**src/common/mips_macros.svh**
```systemverilog
/* encodings for the supported MIPS subset only; no shifts or immediates beyond lw/sw
   data memory depth must stay a power of two */
`ifndef MIPS_MACROS_SVH
`define MIPS_MACROS_SVH

// ==================================================
// opcodes, instr[31:26]
// ==================================================
`define OP_RTYPE 6'b000000
`define OP_LW    6'b100011
`define OP_SW    6'b101011
`define OP_BEQ   6'b000100
`define OP_J     6'b000010
`define OP_JAL   6'b000011

// ==================================================
// function codes, instr[5:0] of R-type
// ==================================================
`define FN_ADD 6'b100000
`define FN_SUB 6'b100010
`define FN_AND 6'b100100
`define FN_OR  6'b100101
`define FN_SLT 6'b101010
`define FN_JR  6'b001000

// jal writes its own address plus 8 into the link register
`define LINK_OFFSET 32'd8
`define LINK_REG    5'd31

// data memory words, 7-bit word index
`define DMEM_DEPTH 128

`endif

```
**src/common/mipsPkg.sv**
```systemverilog
/* shared types of the single-cycle core
   ctrl_t is 13 bits and commit_t is 38 bits wide */
package mipsPkg;

  // data word, also used for byte addresses
  typedef logic [31:0] word_t;

  // register index, 32 registers
  typedef logic [4:0] regAddr_t;

  // instruction fields
  typedef logic [5:0] opcode_t;
  typedef logic [5:0] funct_t;
  typedef logic [15:0] imm_t;

  // ==================================================
  // ALU operation select
  // ==================================================
  typedef enum logic [3:0] {
    ALU_ADD  = 4'd0,
    ALU_SUB  = 4'd1,
    ALU_AND  = 4'd2,
    ALU_OR   = 4'd3,
    ALU_SLT  = 4'd4,
    // result forced to zero
    ALU_NONE = 4'hF
  } aluOp_e;

  // ==================================================
  // decoded control, one per instruction
  // ==================================================
  typedef struct packed {
    // write rd instead of rt
    logic regDst;
    // second ALU operand from the immediate
    logic aluSrc;
    // write back from data memory
    logic memToReg;
    logic regWrite;
    logic memWrite;
    // beq, taken on ALU zero
    logic branch;
    // j and jal
    logic jump;
    // jal, writes r31
    logic link;
    // jr, next pc from rs
    logic regJump;
    aluOp_e aluOp;
  } ctrl_t;

  // ==================================================
  // commit trace, one register write per cycle
  // ==================================================
  typedef struct packed {
    logic valid;
    regAddr_t addr;
    word_t data;
  } commit_t;

endpackage

```
**src/core/mipsAlu.sv**
```systemverilog
/* slt compares signed; zero flag follows the result for every operation */
`timescale 1ns/1ps

module mipsAlu
  import mipsPkg::*;
(
  input  word_t  a,
  input  word_t  b,
  input  aluOp_e op,
  output word_t  result,
  output logic   zero
);

  // signed views for slt
  logic signed [31:0] aSigned;
  logic signed [31:0] bSigned;

  assign aSigned = a;
  assign bSigned = b;

  always_comb begin
    case (op)
      ALU_ADD: begin
        result = a + b;
      end
      ALU_SUB: begin
        result = a - b;
      end
      ALU_AND: begin
        result = a & b;
      end
      ALU_OR: begin
        result = a | b;
      end
      ALU_SLT: begin
        // 1 when a < b as two's complement
        result = {31'd0, aSigned < bSigned};
      end
      default: begin
        result = '0;
      end
    endcase
  end

  // only meaningful to the pc unit when branch is set
  assign zero = (result == '0);

endmodule

```
**config.mk**
```make
export PLATFORM = sky130hd
export DESIGN_NAME = mipsAlu
export DESIGN_NICKNAME = d
export VERILOG_FILES = /design/src/common/mips_macros.svh /design/src/common/mipsPkg.sv /design/src/core/mipsAlu.sv
export SDC_FILE = /design/constraint.sdc
export NUM_CORES = 1
export LEC_CHECK = 0
export ABC_AREA = 1
export BUFFER_PORTS_ARGS = -buffer_cell sky130_fd_sc_hd__buf_2
export CAP_MARGIN = 25
export CORE_ASPECT_RATIO = 1.2
export CORE_MARGIN = 4
export CORE_UTILIZATION = 45
export DETAILED_ROUTE_END_ITERATION = 8
export PLACE_DENSITY = 0.65
export SYNTH_ARGS = -nofsm -noshare
export SYNTH_HDL_FRONTEND = slang
export SYNTH_SLANG_ARGS = --single-unit
```
**constraint.sdc**
```tcl
create_clock -name vclk -period 3
set_input_delay 0.45 -clock vclk [all_inputs]
set_output_delay 0.45 -clock vclk [all_outputs]
set_load 0.01 [all_outputs]
```
==> impl_metrics.tcl <==
set metrics [dict create \
    firstDrtPassIters 6 \
    dpl_cell_area_mm2 0.00953 \
    layout.nets 1888 \
    powerDensity_mw_per_mm2 182 \
    postSynthAreaPerCell_um2 5.10 \
    core_mm2 0.0150 \
    timing_worst_setup_path_type "in2out" \
    ant_nets 0 \
    nFillCells 1410 \
    hold_viol 0 \
    path_max_fanout 3 \
    syn_nets 1521 \
    die_w_um 121 \
    syn_to_final_growth_pct 54.9 \
    critPathCaptureType "output pin" \
    timing.final.crit_share_pct 106 \
    seq_cells 0 \
    rsz0062_at_grt "yes" \
    die_area_mm2 0.0173 \
    wire_per_inst_um 14.4 \
    ios 101 \
    design_area_mm2 0.0106 \
    drv_cap 0 \
    routed_wl_um 27500 \
    cp-start-kind "primary input" \
    violations "negative setup slack" \
    drive_gt1_share_pct 39.4 \
    worstMarginPinSlew_ns 0.639 \
    seq_area_um2 0 \
    ys_seq_area_share_pct 0 \
    cp_data_arrival_time_ns 2.72 \
    grt_max_degree 22 \
    portBuffers 101 \
    grt_use_total_pct 29.1 \
    fp-row-count 49 \
    grt_pass1_wl_um 41000 \
    leakagePower_uw 0.00622 \
    die-height_um 143 \
    num_vias 9611 \
    synth_area_mm2 0.00687 \
    finalWeightedCongestion 0.987 \
    setup_ws_ns -0.165 \
    synthCells 1347 \
    final_cell_mix "nand2_1 (348), inv_1 (292), buf_4 (288)" \
    diodes 0 \
    grt_pass1_vias 8636 \
    slew_headroom_pct 57.3 \
    start_util_pct 45.9 \
    status "complete, but fails checks" \
    drtIter0Drc 736 \
    totalNegativeSetupSlack_ns -0.165 \
    drcViolationCount 0 \
    antenna_found_initial 0 \
    required_ns 2.55 \
    n_clock_buffer 0 \
    setup_viol 1 \
    min_period_ns 3.17 \
    fmax_mhz 316 \
    final_cells 1916 \
    finalMaxSlewViolations 0 \
    hold_path_class "in2out" \
    post_drt_via_cell_ratio 5.02 \
    vdd_drop_max_uv 116 \
    yosys.cell_types.count 37 \
    hpwl_um 22500 \
    cts_hold_buffers 0 \
    multi_input_area_mm2 0.00634 \
    final_common_cell "nand2_1" \
    grt_overflow 0 \
    yosysWarnings 0 \
    dp.cells 1896 \
]
==> final timing paths <==
kind / endpoint / from / slack [ns] / cells after the start
setup / recovery: zero / b[0] / -0.17 / 20
hold / removal: result[0] / op[1] / 1.53 / 6
==> area by class of cell <==
cell class | count | share of cell area, %
repair buffers | 398 | 26.4
inverters | 327 | 11.6
multi-input cells | 987 | 59.6
well taps | 204 | 2.40
==> per-layer routing <==
layer  GRT usage [%]  vias to the layer above  wire (um)
li1                -                     4823          -
met1            33.4                     4337      10700
met2            55.8                      353      13800
met3            1.10                       98       1210
met4            12.9                        0       1720
met5               0                        -          0
==> per-stage QoR <==
stage / utilization, % / setup slack [ns] / power, uW / hold slack (ns)
3_5_place_dp: 63.7 / -0.502 / 1640 / 1.59
5_1_grt: 71.2 / -0.337 / 2110 / 1.56
2_1_floorplan: - / 0.205 / 901 / 1.13
6_report: 71.2 / -0.165 / 1940 / 1.53
3_3_place_gp: 63.7 / -0.522 / 1620 / 1.59
4_1_cts: 67.1 / -0.158 / 1760 / 1.53
==> what timing repair did <==
| action | 4_1_cts | 5_1_grt |
|---|---|---|
| cloned | 0 | 0 |
| endpoints found under the setup margin | 5 | 16 |
| resized for setup | 114 | 131 |
| pin swaps | 25 | 75 |
| buffers inserted | 8 | 13 |
==> critical path, stage by stage <==
cell and delay, ns:
buf_8 0.09, ha_4 0.14, inv_4 0.04, fa_2 0.39, inv_2 0.09, nand2_4 0.06
nand2_4 0.10, nand3_2 0.09, nand3_2 0.08, nand2_2 0.07, nor2_4 0.14, nand2_2 0.07
nor2_2 0.09, nand2_1 0.07, nor2_2 0.15, nand3_2 0.12, nor2_4 0.15, nand3_2 0.09
nor2_2 0.11, buf_2 0.14
==> logic make-up after synthesis <==
logic type,share of synthesized area [%]
AOI/OAI and AO/OA,10.5
adders and majority gates,19.5
buffers and inverters,21.2
and+or+nand+nor,48.8
==> cell usage after synthesis, types with 2 or more instances <==
cell      count  area share [%]
inv_2        17            0.93
buf_2        13            0.95
o21bai_1      5            0.55
buf_4        13             1.4
o22ai_1      21             1.9
nand3_1     127             9.3
o21ai_0      32             2.3
clkbuf_1      2            0.11
nor3_2        4            0.58
inv_1       307              17
nand4_1      12             1.1
a21oi_2      13             1.7
fa_1          2            0.58
nand2_2      26             2.4
nor2_4        5            0.82
nor3_1       12            0.87
nand2_1     391              21
nand3b_1      5            0.55
nand2_4       2            0.33
clkinv_1      3            0.16
nor2_1      134             7.3
nand3_2       7             1.0
nor2_2       28             2.5
buf_6         5            0.82
a21oi_1      46             3.4
ha_1        104              19
==> report_power, final <==
part           internal, uW  switching (uW)
registers                 0               0
logic                   854            1090
clock network             0               0
Power figures use the tool's default switching activity.
