===== config.mk =====
export PLATFORM = sky130hd
export DESIGN_NAME = mipsDecoder
export DESIGN_NICKNAME = d
export VERILOG_FILES = /design/src/common/mipsPkg.sv /design/src/core/mipsDecoder.sv
export VERILOG_INCLUDE_DIRS = /design/src /design/src/common
export SDC_FILE = /design/constraint.sdc
export NUM_CORES = 1
export LEC_CHECK = 0
export ABC_AREA = 1
export BUFFER_PORTS_ARGS = -buffer_cell sky130_fd_sc_hd__clkbuf_2
export CAP_MARGIN = 5
export CORE_AREA = 4 4 41 43
export DETAILED_ROUTE_END_ITERATION = 10
export DIE_AREA = 0 0 45 47
export PLACE_DENSITY_LB_ADDON = 0.2
export SLEW_MARGIN = 20
export SYNTH_ARGS = -nofsm -noshare
export SYNTH_HDL_FRONTEND = slang
export SYNTH_SLANG_ARGS = --single-unit

===== constraint.sdc =====
create_clock -name vclk -period 1.2
set_input_delay 0.12 -clock vclk [all_inputs]
set_output_delay 0.12 -clock vclk [all_outputs]
set_load 0.02 [all_outputs]

===== src/common/mips_macros.svh =====
/* encodings for the supported MIPS subset only; no shifts or immediates beyond lw/sw
   data memory depth must stay a power of two */
`ifndef MIPS_MACROS_SVH
`define MIPS_MACROS_SVH

// ==================================================
// opcodes, instr[31:26]
// ==================================================
`define OP_RTYPE 6'b000000
`define OP_LW    6'b100011
`define OP_SW    6'b101011
`define OP_BEQ   6'b000100
`define OP_J     6'b000010
`define OP_JAL   6'b000011

// ==================================================
// function codes, instr[5:0] of R-type
// ==================================================
`define FN_ADD 6'b100000
`define FN_SUB 6'b100010
`define FN_AND 6'b100100
`define FN_OR  6'b100101
`define FN_SLT 6'b101010
`define FN_JR  6'b001000

// jal writes its own address plus 8 into the link register
`define LINK_OFFSET 32'd8
`define LINK_REG    5'd31

// data memory words, 7-bit word index
`define DMEM_DEPTH 128

`endif


===== src/common/mipsPkg.sv =====
/* shared types of the single-cycle core
   ctrl_t is 13 bits and commit_t is 38 bits wide */
package mipsPkg;

  // data word, also used for byte addresses
  typedef logic [31:0] word_t;

  // register index, 32 registers
  typedef logic [4:0] regAddr_t;

  // instruction fields
  typedef logic [5:0] opcode_t;
  typedef logic [5:0] funct_t;
  typedef logic [15:0] imm_t;

  // ==================================================
  // ALU operation select
  // ==================================================
  typedef enum logic [3:0] {
    ALU_ADD  = 4'd0,
    ALU_SUB  = 4'd1,
    ALU_AND  = 4'd2,
    ALU_OR   = 4'd3,
    ALU_SLT  = 4'd4,
    // result forced to zero
    ALU_NONE = 4'hF
  } aluOp_e;

  // ==================================================
  // decoded control, one per instruction
  // ==================================================
  typedef struct packed {
    // write rd instead of rt
    logic regDst;
    // second ALU operand from the immediate
    logic aluSrc;
    // write back from data memory
    logic memToReg;
    logic regWrite;
    logic memWrite;
    // beq, taken on ALU zero
    logic branch;
    // j and jal
    logic jump;
    // jal, writes r31
    logic link;
    // jr, next pc from rs
    logic regJump;
    aluOp_e aluOp;
  } ctrl_t;

  // ==================================================
  // commit trace, one register write per cycle
  // ==================================================
  typedef struct packed {
    logic valid;
    regAddr_t addr;
    word_t data;
  } commit_t;

endpackage


===== src/core/mipsDecoder.sv =====
/* unknown opcodes and unknown R-type function codes decode to an all-inactive ctrl
   jr is treated as R-type with no register write */
`timescale 1ns/1ps
`include "mips_macros.svh"

module mipsDecoder
  import mipsPkg::*;
(
  input  opcode_t opcode,
  input  funct_t  funct,
  output ctrl_t   ctrl
);

  // ==================================================
  // main control
  // ==================================================
  always_comb begin
    // default is a no-op
    ctrl = '{default: 1'b0, aluOp: ALU_NONE};

    case (opcode)
      `OP_RTYPE: begin
        // rd destination with both operands from registers
        ctrl.regDst = 1'b1;
        case (funct)
          `FN_ADD: begin
            ctrl.regWrite = 1'b1;
            ctrl.aluOp = ALU_ADD;
          end
          `FN_SUB: begin
            ctrl.regWrite = 1'b1;
            ctrl.aluOp = ALU_SUB;
          end
          `FN_AND: begin
            ctrl.regWrite = 1'b1;
            ctrl.aluOp = ALU_AND;
          end
          `FN_OR: begin
            ctrl.regWrite = 1'b1;
            ctrl.aluOp = ALU_OR;
          end
          `FN_SLT: begin
            ctrl.regWrite = 1'b1;
            ctrl.aluOp = ALU_SLT;
          end
          `FN_JR: begin
            // no write back and pc taken from rs
            ctrl.regJump = 1'b1;
          end
          default: begin
            ctrl.regDst = 1'b0;
          end
        endcase
      end
      `OP_LW: begin
        // address = rs + offset
        ctrl.aluSrc = 1'b1;
        ctrl.memToReg = 1'b1;
        ctrl.regWrite = 1'b1;
        ctrl.aluOp = ALU_ADD;
      end
      `OP_SW: begin
        ctrl.aluSrc = 1'b1;
        ctrl.memWrite = 1'b1;
        ctrl.aluOp = ALU_ADD;
      end
      `OP_BEQ: begin
        // compare by subtraction so the zero flag decides
        ctrl.branch = 1'b1;
        ctrl.aluOp = ALU_SUB;
      end
      `OP_J: begin
        ctrl.jump = 1'b1;
      end
      `OP_JAL: begin
        // link address into r31
        ctrl.jump = 1'b1;
        ctrl.link = 1'b1;
        ctrl.regWrite = 1'b1;
      end
      default: begin
        // unknown opcode keeps the no-op defaults
      end
    endcase
  end

endmodule


==> flow_metrics.env <==
export IMPL_synth_area_sq_um=322
export IMPL_die_width_microns=45
export IMPL_vias=432
export IMPL_place_ws_ns=0.0709
export IMPL_wl_microns=838
export IMPL_path_delay_family="simple AND/OR/NAND/NOR gates"
export IMPL_diodes=0
export IMPL_drtIter0Drc=9
export IMPL_internal_power_mw=0.0406
export IMPL_post_route_period_util=0.924
export IMPL_drtPass1Iterations=4
export IMPL_die_area_sq_um=2120
export IMPL_worst_path_max_fanout=4
export IMPL_swShare=0.629
export IMPL_cp_start_kind="input port"
export IMPL_ant_nets=0
export IMPL_finalHoldViolCount=0
export IMPL_p_leak_nw=0.249
export IMPL_clockBufferCount=0
export IMPL_crit_chain="clkbuf_2 > nor2_4 > inv_2 > nor2_4 > nand4_2 > nand3_1 > clkbuf_2"
export IMPL_layout_common_cells="25 x clkbuf_2, 11 x nor2_1, 8 x inv_1, 8 x nand2_1, 8 x nand3_1"
export IMPL_core_area_sq_um=1300
export IMPL_required_ns=1.08
export IMPL_regArea_sq_um=0
export IMPL_synth_cell_types=18
export IMPL_antenna_found_initial=0
export IMPL_pwr_share_seq=0
export IMPL_viasPerCell=4.32
export IMPL_grt_setup_unrepaired="yes"
export IMPL_drive_above_1_share=0.494
export IMPL_postSynthCellCount=59
export IMPL_fin_nets=99
export IMPL_total_power_mw=0.109
export IMPL_gr_total_overflow=0
export IMPL_comb_power_share=1.000
export IMPL_io_buffers=25
export IMPL_wl_per_cell_microns=8.38
export IMPL_slew_headroom=0.895
export IMPL_critical_path_arrival_ns=0.99
export IMPL_die_h_microns=47
export IMPL_num_rows=13
export IMPL_start_util=0.247
export IMPL_cp_end_kind="primary output"
export IMPL_yosys_warnings=0
export IMPL_holdWs_ns=0.586
export IMPL_drv_slew=0
export IMPL_grt_usage=0.0810
export IMPL_clkPwrFrac=0
export IMPL_status="finished, final reports clean"
export IMPL_dpl_hpwl_microns=790
export IMPL_grt_max_degree=5
export IMPL_drv_cap=0
export IMPL_power_density_nw_per_um2=226
export IMPL_worst_slew_pin_slew_ns=0.156
export IMPL_synth_seq_area_share=0
export IMPL_worst_ir_drop_vdd_mv=0.0891
export IMPL_grt_pass1_wl_mm=1.39
export IMPL_synth_avg_cell_area_sq_um=5.45
export IMPL_fin_crit_ns=1.11
export IMPL_slowest_stage="clkbuf_2"
export IMPL_max_stage_delay_ns=0.17
export IMPL_switchingPower_mw=0.0687
export IMPL_synth_nets=71
export IMPL_routabilityCongestion=0.705
export IMPL_fmax_ghz=0.902
export IMPL_grt_pass1_vias=359
export IMPL_critPathBufInv=3
export IMPL_pin_count=25
export IMPL_min_path_type="in -> out"
export IMPL_hold_buffers=0
export IMPL_drc_errors=0
export IMPL_setup_ws_ns=0.0910
export IMPL_crit_type="in -> out"
export IMPL_syn_to_final_growth_pct=50.2
export IMPL_final_common_cell="clkbuf_2"
export IMPL_setup_viol=0
export IMPL_flops_and_latches=0
## Yosys cell counts (all sizes together)
library cell / n / area share
nor2: 18 / 0.33
nand2: 12 / 0.19
nand3: 11 / 0.20
inv: 9 / 0.11
nand4: 3 / 0.078
o21ai: 2 / 0.031
clkinv: 1 / 0.012
nand3b: 1 / 0.023
nor3: 1 / 0.016
or2: 1 / 0.019
## cell families after synthesis
group | after synthesis | synth area share
and+or+nand+nor | 47 | 0.852
AOI/OAI and AO/OA | 2 | 0.0311
buffers and inverters | 10 | 0.117
## power by group through the flow
stage                     combinational [mW]  clock (mW)  sequential (mW)
after detailed placement               0.107           0                0
after global routing                   0.121           0                0
after CTS                              0.107           0                0
final                                  0.109           0                0
after floorplan                       0.0583           0                0
after global placement                 0.107           0                0
## metal layers
metal	GRT usage	vias up	share of wire
li1	-	240	-
met5	0	-	0
met2	0.144	10	0.46
met3	0	0	0.056
met4	0	0	0
met1	0.117	182	0.48
## stage by stage
stage	cell area, sq um	setup TNS [ns]	util	instances
after floorplan	322	0	-	59
final	483	0	0.371	100
after detailed placement	473	0	0.363	100
after global routing	483	-0.00237	0.371	100
after global placement	473	0	0.363	100
after CTS	473	0	0.363	100
## what timing repair did
item,CTS,global route
setup buffers,0,0
hold endpoints to repair,0,0
gates resized for setup,0,2
setup endpoints to repair,0,1
## final cells by class
type | count | area [sq um]
Inverter | 10 | 37.5
Multi-Input combinational cell | 49 | 294
Tap cell | 15 | 18.8
Timing Repair Buffer | 26 | 133
Fill cell | 160 | 818
## path summary, 6_finish.rpt
kind | start | endpoint | slack [ns] | depth (start not counted)
hold / removal | opcode[4] | ctrl[10] | 0.59 | 3
setup / recovery | opcode[5] | ctrl[2] | 0.09 | 7
Power figures use the tool's default switching activity.
