<file path="src/common/mips_macros.svh">
/* encodings for the supported MIPS subset only; no shifts or immediates beyond lw/sw
   data memory depth must stay a power of two */
`ifndef MIPS_MACROS_SVH
`define MIPS_MACROS_SVH

// ==================================================
// opcodes, instr[31:26]
// ==================================================
`define OP_RTYPE 6'b000000
`define OP_LW    6'b100011
`define OP_SW    6'b101011
`define OP_BEQ   6'b000100
`define OP_J     6'b000010
`define OP_JAL   6'b000011

// ==================================================
// function codes, instr[5:0] of R-type
// ==================================================
`define FN_ADD 6'b100000
`define FN_SUB 6'b100010
`define FN_AND 6'b100100
`define FN_OR  6'b100101
`define FN_SLT 6'b101010
`define FN_JR  6'b001000

// jal writes its own address plus 8 into the link register
`define LINK_OFFSET 32'd8
`define LINK_REG    5'd31

// data memory words, 7-bit word index
`define DMEM_DEPTH 128

`endif

</file>
<file path="src/common/mipsPkg.sv">
/* shared types of the single-cycle core
   ctrl_t is 13 bits and commit_t is 38 bits wide */
package mipsPkg;

  // data word, also used for byte addresses
  typedef logic [31:0] word_t;

  // register index, 32 registers
  typedef logic [4:0] regAddr_t;

  // instruction fields
  typedef logic [5:0] opcode_t;
  typedef logic [5:0] funct_t;
  typedef logic [15:0] imm_t;

  // ==================================================
  // ALU operation select
  // ==================================================
  typedef enum logic [3:0] {
    ALU_ADD  = 4'd0,
    ALU_SUB  = 4'd1,
    ALU_AND  = 4'd2,
    ALU_OR   = 4'd3,
    ALU_SLT  = 4'd4,
    // result forced to zero
    ALU_NONE = 4'hF
  } aluOp_e;

  // ==================================================
  // decoded control, one per instruction
  // ==================================================
  typedef struct packed {
    // write rd instead of rt
    logic regDst;
    // second ALU operand from the immediate
    logic aluSrc;
    // write back from data memory
    logic memToReg;
    logic regWrite;
    logic memWrite;
    // beq, taken on ALU zero
    logic branch;
    // j and jal
    logic jump;
    // jal, writes r31
    logic link;
    // jr, next pc from rs
    logic regJump;
    aluOp_e aluOp;
  } ctrl_t;

  // ==================================================
  // commit trace, one register write per cycle
  // ==================================================
  typedef struct packed {
    logic valid;
    regAddr_t addr;
    word_t data;
  } commit_t;

endpackage

</file>
<file path="src/core/regFile.sv">
/* r0 reads as zero and ignores writes; all registers clear on reset
   reads are combinational, so a write shows up on the next cycle only */
`timescale 1ns/1ps

module regFile
  import mipsPkg::*;
(
  input  logic     clk,
  input  logic     rst,
  input  logic     we,
  input  regAddr_t raddr1,
  input  regAddr_t raddr2,
  input  regAddr_t waddr,
  input  word_t    wdata,
  output word_t    rdata1,
  output word_t    rdata2
);

  word_t regs [32];

  // ==================================================
  // write port
  // ==================================================
  always_ff @(posedge clk or negedge rst) begin
    if (!rst) begin
      for (int i = 0; i < 32; i++) begin
        regs[i] <= '0;
      end
    end else if (we && (waddr != '0)) begin
      regs[waddr] <= wdata;
    end
  end

  // ==================================================
  // read ports
  // ==================================================
  // r0 hardwired, independent of array contents
  assign rdata1 = (raddr1 == '0) ? '0 : regs[raddr1];
  assign rdata2 = (raddr2 == '0) ? '0 : regs[raddr2];

endmodule

</file>
<file path="config.mk">
export PLATFORM = sky130hd
export DESIGN_NAME = regFile
export DESIGN_NICKNAME = d
export VERILOG_FILES = /design/src/common/mips_macros.svh /design/src/common/mipsPkg.sv /design/src/core/regFile.sv
export SDC_FILE = /design/constraint.sdc
export NUM_CORES = 2
export LEC_CHECK = 0
export BUFFER_PORTS_ARGS = -buffer_cell sky130_fd_sc_hd__clkbuf_2
export CAP_MARGIN = 20
export CORE_ASPECT_RATIO = 1.2
export CORE_MARGIN = 4
export CORE_UTILIZATION = 45
export CTS_CLUSTER_DIAMETER = 120
export DETAILED_ROUTE_END_ITERATION = 8
export PLACE_DENSITY = 0.66
export SLEW_MARGIN = 20
export SYNTH_ARGS = -nofsm -noshare
export SYNTH_HDL_FRONTEND = slang
export SYNTH_SLANG_ARGS = --single-unit
</file>
<file path="constraint.sdc">
create_clock -name clk -period 2.45 [get_ports clk]
set_clock_uncertainty 0.1 [all_clocks]
set_input_delay 0.245 -clock clk [delete_from_list [all_inputs] [get_ports clk]]
set_output_delay 0.245 -clock clk [all_outputs]
set_load 0.03 [all_outputs]
</file>
==> results.md <==
- Slew headroom: 35.2%
- Worst Path Required: 2.11 ns
- Finished Layout Cells: 5493
- CP Class: flip-flop to primary output
- Avg WL per Cell: around 32 µm
- Sequential share of the synthesized area: 47.1%
- Worst-path fanout max: 3
- Synthesis-to-finish area growth: 21.9%
- Status: complete, but fails checks
- TritonCTS clock tree: built
- Slew @ Worst Pin: 0.965 ns
- Pwr Total: 0.0518 W
- Vias per cell: approximately 6.6
- Reg power frac: 43.5%
- Share of layout cells above drive strength 1: 64.6%
- Switching power share of the total: ~28%
- Final setup viols: 64
- Switch Pwr: 0.0145 W
- RR Startpoint: regs[520]$_DFFE_PN0P_
- WP data arrival: between 2 and 3 ns
- Gr usage total: 28.1%
- Mean Syn Cell Area: 15.0 µm²
- Area fraction of the dominant cell type after synthesis: 47.1%
- Clock transition at path regs: 0.06 ns
- Hold Path Origin: wdata[27]
- Site Rows: 139
- Synth Warn #: 0
- Setup crit end kind: primary output
- Top reg by flops: regs
- Clock Power Share: between 30% and 40%
- Dpl cells: about 5300
- Most frequent cell after synthesis: mux2_2
- Synth unique cells: 35
- Final Util: 55.3%
- Cells after synthesis: 3621
- Crit start category: flip-flop
- Largest cells by area after synthesis: dfrtp_1, mux2_2, mux4_2
- Max frequency: 348 MHz
- Final hold slack: 0.100 ns
- Max_cap viols: 0
- Count of buffer and inverter cells on the critical path: 2
- CP cell instances: mux4_2 -> mux2_4 -> o21ai_4 -> a311oi_2 -> buf_4 -> buf_8
- DRC: 0
- Routed via count: 36200
- Iter 0 DRT Violations: 3151
- Final WL: 178 mm
- Pleak: 28.4 nW
- Met3 wire length: approximately 12 mm
- DRT Pass-1 Iters: 5
- Final hold viol count: 0
- DIE WIDTH: 325 µm
- Max VDD drop: 0.611 mV
- Final antenna-violating net count: 0
- Die area: ~130000 µm²
- Largest net degree at the start of global routing: 149
- Die Ht: 389 µm
- Clock Latency Late Sink: 0.73 ns
- Placeable Area: around 120000 µm²
- PortBufs: 113
- Synthesized flop and latch total: 1024
- Num CTS Buffers: ~110
- Period minus WS final: 2.87 ns
- FF-to-FF End: regs[520]$_DFFE_PN0P_
- Mapped Area: 54400 µm²
- Met2 WL: 85.6 mm
- Clock tree buffer depth: 3
- Slowest cell on crit path: mux4_2
- Initial Utilization: between 40% and 50%
- Crit path max-delay family: multiplexers
- Largest registers: regs x1024
- Vias in the first global route: 38000
- Top cells by count, synth: mux2_2, dfrtp_1, mux4_2, clkbuf_1, buf_2
- Hold endpoint: regs[315]$_DFFE_PN0P_
- Top sig layer: met5
- Leading register cell type out of synthesis: dfrtp_1
- CP peak stage delay: 0.47 ns
- Final period util: 117%
- Clock Sinks: 1024
- Global route total overflow: 0
- Max reg flops: 1024
- Met1 wire length: roughly 71 mm
- Post-layout nets: 3901
- DP Wirelength: between 100 and 150 mm
- Initial antenna violation count: 8
- Failing checks: setup timing
- Logic pwr share: 22.9%
- Reg2reg path depth: 3
- RSZ-0062 raised after global routing: true
- Synthesized Nets: 3671
- Worst hold path cell count: 2
- Synth area leader: dfrtp_1
- Root Driver: clkbuf_16
- I/O pin cnt: approximately 110
- Routability cong.: 0.849
- Post-route setup slack: -0.421 ns
- Cell-internal power: 0.0373 W
- First-pass GRT wire length: around 260 mm
- Final Max Slew Viols: 0
- H-tree Lvls: 3
- Hold Path Class: primary input to flip-flop
- Post-synth EDFFs: 0
- Power Density: 782 nW/µm²
- Ys async rst share: 100%
- Reg-to-reg slack, setup: 1.33 ns
[placed cells by master, fill, tap and decap left out, drive strengths merged, types with 3 or more instances in the layout]
master,count
nor2,19
nor3,3
o2111ai,18
nor2b,71
dfrtp,1024
a211oi,64
clkbuf,221
nand4b,3
clkinvlp,5
clkinv,23
or3,3
bufinv,11
nand2,49
a22oi,64
mux2i,128
nand2b,5
buf,481
a311oi,64
a221oi,46
o21ai,110
diode,5
mux2,1056
mux4,448
inv,7
[power by group through the flow]
| stage | registers, W | logic [W] | clock network (W) |
|---|---|---|---|
| floorplan | 0.0219 | 0.00792 | 0 |
| global placement | 0.0225 | 0.0105 | 0 |
| detailed placement | 0.0227 | 0.0108 | 0 |
| CTS | 0.0224 | 0.0114 | 0.0177 |
| global route | 0.0229 | 0.0126 | 0.0183 |
| finish | 0.0225 | 0.0119 | 0.0174 |
[per-stage QoR]
| stage | TNS [ns] | worst slack, ns | cell area [µm²] |
|---|---|---|---|
| 2_1_floorplan | 0 | 0.0111 | 54700 |
| 3_3_place_gp | -8.89 | -0.423 | 60400 |
| 3_5_place_dp | -8.72 | -0.419 | 60400 |
| 4_1_cts | -19.98 | -0.484 | 65400 |
| 5_1_grt | -19.51 | -0.486 | 66300 |
| 6_report | -15.56 | -0.421 | 66300 |
[cell type report]
cell class,instances,area [µm²]
clock buffer,153,3170
clock inverter,44,576
fill,9361,53600
timing repair buffer,551,5890
tap,1551,1940
multi-input combinational,2163,29000
sequential,1024,25600
inverter,2,12.5
antenna,5,12.5
[logic make-up (layout without fill, tap and decap cells)]
kind of cell	Yosys count	after routing	synth area share, %
other	0	5	0
and+or+nand+nor	165	165	1.61
buffers and inverters	434	750	3.63
AOI/OAI and AO/OA	366	366	4.84
muxes	1632	1632	42.8
DFF	1024	1024	47.1
[how the worst max path moves through the flow]
stage | startpoint | slack [ns] | endpoint | depth (start not counted)
2_1_floorplan | raddr2[0] | 0.01 | rdata2[0] | 7
3_3_place_gp | raddr2[3] | -0.42 | rdata2[0] | 9
3_5_place_dp | raddr2[3] | -0.42 | rdata2[0] | 9
4_1_cts | regs[974]$_DFFE_PN0P_ | -0.48 | rdata2[14] | 6
5_1_grt | regs[441]$_DFFE_PN0P_ | -0.49 | rdata2[25] | 6
6_report | regs[974]$_DFFE_PN0P_ | -0.42 | rdata2[14] | 6
[what timing repair did]
action | CTS | global route
cloned | 0 | 0
hold endpoints to repair | 853 | 0
pin swaps | 72 | 67
gates resized for setup | 346 | 206
setup endpoints to repair | 64 | 64
buffers inserted | 9 | 7
hold buffers | 2 | 0
[layer usage]
layer / vias up / global-route usage (%)
li1: 14600 / -
met1: 19700 / 37.0
met2: 1481 / 45.6
met3: 402 / 5.52
met4: 2 / 12.1
met5: - / 0
(Power assumes the default switching activity.)
